<file path="src/rom_init.hex">
// rom words 0 to 15, one 32-bit instruction per line in hex
00000093
00100113
00208193
10000237
00322023
00022283
00128293
00522023
fe5ff06f
00010337
00632023
00032383
00138393
00732023
0000006f
00000013
</file>
<file path="src/verilog/axi_pkg.sv">
package axi_pkg;

  // bus widths of the single-beat AXI subset
  localparam int addr_w = 32;
  localparam int data_w = 32;
  localparam int strb_w = data_w / 8;

  typedef logic [addr_w-1:0] addr_t;
  typedef logic [data_w-1:0] data_t;
  typedef logic [strb_w-1:0] strb_t;

  // only okay and decode error are ever returned
  typedef enum logic [1:0] {
    resp_okay   = 2'b00,
    resp_decerr = 2'b11
  } resp_e;

  // write address channel
  typedef struct packed {
    addr_t awaddr;
  } axi_aw_t;

  // write data channel, one beat per transfer
  typedef struct packed {
    data_t wdata;
    strb_t wstrb;
  } axi_w_t;

  // write response channel
  typedef struct packed {
    resp_e bresp;
  } axi_b_t;

  // read address channel
  typedef struct packed {
    addr_t araddr;
  } axi_ar_t;

  // read data channel
  typedef struct packed {
    data_t rdata;
    resp_e rresp;
  } axi_r_t;

endpackage

</file>
<file path="src/verilog/soc_pkg.sv">
package soc_pkg;

  import axi_pkg::*;

  // address map, two 64 KB regions
  localparam addr_t dram_base   = 32'h0000_0000;
  localparam addr_t cgra_base   = 32'h0001_0000;
  localparam addr_t region_mask = 32'hFFFF_0000;

  // on-chip RAMs, word index from address bits 9:2
  localparam int ram_words = 256;
  localparam int ram_idx_w = $clog2(ram_words);

  // instruction ROM, word index from pc bits 5:2
  localparam int    rom_words = 16;
  localparam int    rom_idx_w = $clog2(rom_words);
  localparam string rom_file  = "/design/src/rom_init.hex";

  // crossbar target, sel_none goes to the error responder
  typedef enum logic [1:0] {
    sel_dram,
    sel_cgra,
    sel_none
  } slave_sel_e;

endpackage

</file>
<file path="src/verilog/axi_xbar_1to2.sv">
`timescale 1ns/1ps

module axi_xbar_1to2 import axi_pkg::*, soc_pkg::*; (
  input  logic    clk,
  input  logic    arst_n,
  // master side
  input  logic    aw_valid,
  output logic    aw_ready,
  input  axi_aw_t aw,
  input  logic    w_valid,
  output logic    w_ready,
  input  axi_w_t  w,
  output logic    b_valid,
  input  logic    b_ready,
  output axi_b_t  b,
  input  logic    ar_valid,
  output logic    ar_ready,
  input  axi_ar_t ar,
  output logic    r_valid,
  input  logic    r_ready,
  output axi_r_t  r,
  // slave 0, data RAM
  output logic    s0_aw_valid,
  input  logic    s0_aw_ready,
  output axi_aw_t s0_aw,
  output logic    s0_w_valid,
  input  logic    s0_w_ready,
  output axi_w_t  s0_w,
  input  logic    s0_b_valid,
  output logic    s0_b_ready,
  input  axi_b_t  s0_b,
  output logic    s0_ar_valid,
  input  logic    s0_ar_ready,
  output axi_ar_t s0_ar,
  input  logic    s0_r_valid,
  output logic    s0_r_ready,
  input  axi_r_t  s0_r,
  // slave 1, CGRA buffer
  output logic    s1_aw_valid,
  input  logic    s1_aw_ready,
  output axi_aw_t s1_aw,
  output logic    s1_w_valid,
  input  logic    s1_w_ready,
  output axi_w_t  s1_w,
  input  logic    s1_b_valid,
  output logic    s1_b_ready,
  input  axi_b_t  s1_b,
  output logic    s1_ar_valid,
  input  logic    s1_ar_ready,
  output axi_ar_t s1_ar,
  input  logic    s1_r_valid,
  output logic    s1_r_ready,
  input  axi_r_t  s1_r
);

  slave_sel_e aw_sel;
  slave_sel_e ar_sel;
  // target of the outstanding transfer, one per direction
  slave_sel_e wr_sel;
  slave_sel_e rd_sel;
  logic       wr_busy;
  logic       rd_busy;
  logic       wr_ready;
  logic       rd_ready;
  logic       wr_acc;
  logic       rd_acc;
  // error responder outputs
  logic       err_b_valid;
  logic       err_r_valid;

  function automatic slave_sel_e decode(addr_t addr);
    slave_sel_e sel;
    case (addr & region_mask)
      dram_base: sel = sel_dram;
      cgra_base: sel = sel_cgra;
      default:   sel = sel_none;
    endcase
    return sel;
  endfunction

  assign aw_sel = decode(aw.awaddr);
  assign ar_sel = decode(ar.araddr);

  // payloads fan out to both slaves, only the valids are steered
  assign s0_aw = aw;
  assign s1_aw = aw;
  assign s0_w  = w;
  assign s1_w  = w;
  assign s0_ar = ar;
  assign s1_ar = ar;

  // no new request reaches a slave while its direction is busy
  assign s0_aw_valid = aw_valid && !wr_busy && (aw_sel == sel_dram);
  assign s0_w_valid  = w_valid && !wr_busy && (aw_sel == sel_dram);
  assign s1_aw_valid = aw_valid && !wr_busy && (aw_sel == sel_cgra);
  assign s1_w_valid  = w_valid && !wr_busy && (aw_sel == sel_cgra);
  assign s0_ar_valid = ar_valid && !rd_busy && (ar_sel == sel_dram);
  assign s1_ar_valid = ar_valid && !rd_busy && (ar_sel == sel_cgra);

  // ready follows the decoded slave, unmapped addresses always accept
  always_comb begin
    case (aw_sel)
      sel_dram: wr_ready = s0_aw_ready && s0_w_ready;
      sel_cgra: wr_ready = s1_aw_ready && s1_w_ready;
      default:  wr_ready = 1'b1;
    endcase
    case (ar_sel)
      sel_dram: rd_ready = s0_ar_ready;
      sel_cgra: rd_ready = s1_ar_ready;
      default:  rd_ready = 1'b1;
    endcase
  end

  assign aw_ready = wr_ready && !wr_busy;
  assign w_ready  = aw_ready;
  assign ar_ready = rd_ready && !rd_busy;

  // aw and w are taken on the same edge
  assign wr_acc = aw_ready && aw_valid && w_valid;
  assign rd_acc = ar_ready && ar_valid;

  // responses come back from the stored target
  always_comb begin
    case (wr_sel)
      sel_dram: begin
        b_valid = s0_b_valid;
        b       = s0_b;
      end
      sel_cgra: begin
        b_valid = s1_b_valid;
        b       = s1_b;
      end
      default: begin
        b_valid = err_b_valid;
        b       = '{bresp: resp_decerr};
      end
    endcase
    case (rd_sel)
      sel_dram: begin
        r_valid = s0_r_valid;
        r       = s0_r;
      end
      sel_cgra: begin
        r_valid = s1_r_valid;
        r       = s1_r;
      end
      default: begin
        r_valid = err_r_valid;
        r       = '{rdata: '0, rresp: resp_decerr};
      end
    endcase
  end

  assign s0_b_ready = b_ready && wr_busy && (wr_sel == sel_dram);
  assign s1_b_ready = b_ready && wr_busy && (wr_sel == sel_cgra);
  assign s0_r_ready = r_ready && rd_busy && (rd_sel == sel_dram);
  assign s1_r_ready = r_ready && rd_busy && (rd_sel == sel_cgra);

  // write direction tracking
  always_ff @(posedge clk or negedge arst_n) begin
    if (!arst_n) begin
      wr_busy     <= 1'b0;
      wr_sel      <= sel_none;
      err_b_valid <= 1'b0;
    end else begin
      if (wr_acc) begin
        wr_busy <= 1'b1;
        wr_sel  <= aw_sel;
      end else if (b_valid && b_ready) begin
        wr_busy <= 1'b0;
      end
      // decode error answers one cycle after acceptance, like the RAMs
      if (wr_busy && (wr_sel == sel_none) && !err_b_valid) begin
        err_b_valid <= 1'b1;
      end else if (err_b_valid && b_ready) begin
        err_b_valid <= 1'b0;
      end
    end
  end

  // read direction tracking, independent of writes
  always_ff @(posedge clk or negedge arst_n) begin
    if (!arst_n) begin
      rd_busy     <= 1'b0;
      rd_sel      <= sel_none;
      err_r_valid <= 1'b0;
    end else begin
      if (rd_acc) begin
        rd_busy <= 1'b1;
        rd_sel  <= ar_sel;
      end else if (r_valid && r_ready) begin
        rd_busy <= 1'b0;
      end
      if (rd_busy && (rd_sel == sel_none) && !err_r_valid) begin
        err_r_valid <= 1'b1;
      end else if (err_r_valid && r_ready) begin
        err_r_valid <= 1'b0;
      end
    end
  end

endmodule

</file>
<file path="config.mk">
export PLATFORM = sky130hd
export DESIGN_NAME = axi_xbar_1to2
export DESIGN_NICKNAME = d
export VERILOG_FILES = /design/src/verilog/axi_pkg.sv /design/src/verilog/soc_pkg.sv /design/src/verilog/axi_xbar_1to2.sv
export SDC_FILE = /design/constraint.sdc
export NUM_CORES = 1
export LEC_CHECK = 0
export ABC_AREA = 1
export BUFFER_PORTS_ARGS = -buffer_cell sky130_fd_sc_hd__buf_2
export CAP_MARGIN = 40
export CELL_PAD_IN_SITES_DETAIL_PLACEMENT = 0
export CELL_PAD_IN_SITES_GLOBAL_PLACEMENT = 1
export CORE_AREA = 2 2 169 171
export DETAILED_ROUTE_END_ITERATION = 6
export DIE_AREA = 0 0 171 173
export GPL_TIMING_DRIVEN = 0
export PLACE_DENSITY_LB_ADDON = 0.1
export SLEW_MARGIN = 0
export SYNTH_ARGS = -nofsm -noshare
export SYNTH_HDL_FRONTEND = slang
export SYNTH_SLANG_ARGS = --single-unit
</file>
<file path="constraint.sdc">
create_clock -name clk -period 3.75 [get_ports clk]
set_clock_uncertainty 0.05 [all_clocks]
set_input_delay 0.375 -clock clk [delete_from_list [all_inputs] [get_ports clk]]
set_output_delay 0.375 -clock clk [all_outputs]
set_load 0.05 [all_outputs]
</file>
==> impl_results.md <==
* ANT cells at 0
* # clock sinks at 8
* # Post-CTS Setup Buffers at 0
* Ranking of synthesized cells by area: buf_4, a22o_1, dfrtp_1
* TritonCTS buffer count at 3
* Most frequent cells in the layout: buf_2, buf_4, a22o_1
* CP Data Required Time at 3.32 ns
* CP Launch Type: register
* Buffers added on ports at 371
* Number of buffers and inverters on the critical path at 4
* Setup TNS at 0 ns
* Worst R2R Path Depth at 5
* Half-perimeter wire length after placement at 14.1 mm
* CTS max path bufs at 2
* Slew Viols, Final at 0
* DR iter-0 viols at 82
* Syn Nets at 557
* Compound-cell area share of the yosys netlist at 13.3%
* Crit-path max FO at 10
* Cell Area, Placed at 0.00492 mm2
* Layout cells sized above 1 at 80.6%
* Met2 Track Usage GR at 19.5%
* Global Route Usage Sum at 8.97%
* Fmax at 484 MHz
* Final Cell Area at 0.00501 mm2
* Fin crit share at 55.1%
* Tot Pwr at 2.13 mW
* Fin crit period at 2.07 ns
* Least-Margin Pin Slew at 0.334 ns
* Total grt overflow at 0
* Initial antenna violation count at 1
* I/O Pins at 440
* Gate count after technology mapping at 368
* Reg clk slew, reported paths at 0.04 ns
* Family with the most delay on the worst path: buffers and inverters
* Status: completed
* Max stage delay cell, worst path: dfstp_2
* First-pass GRT wire length at 20.2 mm
* Average size of a mapped cell at 7.04 um2
* Hold Crit Class: primary input to register
* Yosys warning count at 0
* Max IR drop VDD at 0.133 mV
* WP depth at 6
* Hold depth at 4
* Setup Viol. Count Final at 0
* Number of global-route vias before repair at 3,274
* Die area at 0.0296 mm2
* CP arrival at 1.64 ns
* Critical Path Max Stage Delay at 0.52 ns
* H-tree Lvls at 1
* Met3 GRT Util at 2.08%
* Post-synthesis simple-gate area fraction at 16.0%
* Seq/Total Area, Yosys at 7.82%
* Die Ht at 173 um
* Post-synth top area cell: buf_4
* Slew margin rel. at 77.5%
* Leak Pwr at 3.08 nW
* Crit path cell chain: inv_2, nand2_2, inv_2, buf_2, a22o_1, buf_2
* Post-route antenna net violation count at 0
* CTS tree: done
* Synth Register Bits at 8
* Initial core utilization at 9.38%
* Largest net degree at the start of global routing at 11
* Netlist cell types at 23
* Detailed-route wire length per cell at 13.3 um
* Synth Area in XOR/XNOR at 0%
* Crit Path Category: register to primary output
* Busiest layer in global routing: met2
* Routability cong. at 0.752
* Post-synth top area share at 58.2%
* CP Capture Type: primary output
* Core area at 0.0276 mm2
* Post-Syn Area at 0.00259 mm2
* Clock Latency Late Sink at 0.23 ns
* Clock root buffer: clkbuf_16
* FF-to-FF setup slack at 2.37 ns
* Fillers at 3,214
* Rows at 61
* Mux share of post-synthesis cell area at 0%
* Area Overhead vs Synth at 93.2%
* Endpoints failing hold at 0
* Synth Area in Adders at 0%
* Die width at 171 um
* First-pass DRT Iterations at 4
* Largest family of logic cells by synthesized area: buffers and inverters
* Vias per inst at 3.11
* Commonest non-fill, non-tap cell in the layout: buf_2
* Fin nets at 934
* Met1 usage at 8.46%
* RSZ-0062 raised after global routing: false
* WL final at 14.9 mm
* Final Hold Slack at 0.366 ns
* # DRC at 0
* Detailed-route via count at 3,484
* Max Cap Violations at 0
* Pwr dens at 425 mW/mm2
==> final timing paths <==
kind / start / endpoint
max: rd_sel[1] / r[5]
min: b_ready / wr_busy
max reg2reg: rd_sel[1] / rd_busy
min reg2reg: rd_sel[1] / rd_sel[1]
max in group asynchronous: arst_n / rd_sel[1]
min in group asynchronous: arst_n / err_b_valid
==> where the power goes <==
group	switching, mW	leakage (nW)	total, mW	internal [mW]
registers	0.0317	0.0977	0.158	0.127
clock network	0.0431	0.0370	0.181	0.138
logic	1.30	2.94	1.79	0.489
==> synthesized netlist by cell type (all sizes together) <==
master  count
clkinv      1
nand2      32
nor4        1
nor2       34
a32o        2
nand3       7
o21ai       2
buf       207
o22a        4
dfstp       2
dfrtp       6
nand4       3
nor3       12
inv        23
a22o       32
==> per-layer routing <==
metal	routed length (um)	up-vias
li1	-	1733
met1	4810	1534
met2	8600	211
met3	1450	4
met4	44	2
met5	9	-
==> worst register-to-register path, cell delays in order (launching register included) <==
cell,delay [ns]
dfstp_2,0.52
inv_2,0.05
nand2_2,0.12
nor2_1,0.07
nor4_1,0.31
o21ai_0,0.12
==> sequential cells by signal (all words and copies together), names as in the netlist <==
name         cells
rd_sel           2
wr_sel           2
err_b_valid      1
err_r_valid      1
rd_busy          1
wr_busy          1
==> repair_timing <==
action                                 CTS  global route
resized for setup                        0             0
hold buffers                             1             0
endpoints found under the hold margin    6             0
==> stage by stage <==
step                      utilization [%]  instances  worst slack [ns]
after floorplan                         -        368              1.48
after global placement               17.8       1117              1.83
after detailed placement             17.8       1117              1.81
after CTS                            18.1       1121              1.65
after global routing                 18.1       1121              1.60
final                                18.1       1121              1.68
==> final cells by class <==
cell class	count	area (um2)	share of cell area, %
plain buffers	207	1540	30.7
clock buffers	3	75.1	1.50
inverters	24	90.1	1.80
multi-input cells	129	759	15.2
flip-flops and latches	8	203	4.05
well taps	378	473	9.45
repair buffers	372	1870	37.3
==> logic make-up (layout without fill, tap and decap cells) <==
group / after synthesis / count (layout)
compound gates: 40 / 40
simple gates: 89 / 89
flops: 8 / 8
buf+inv: 231 / 606
Power figures use the tool's default switching activity.
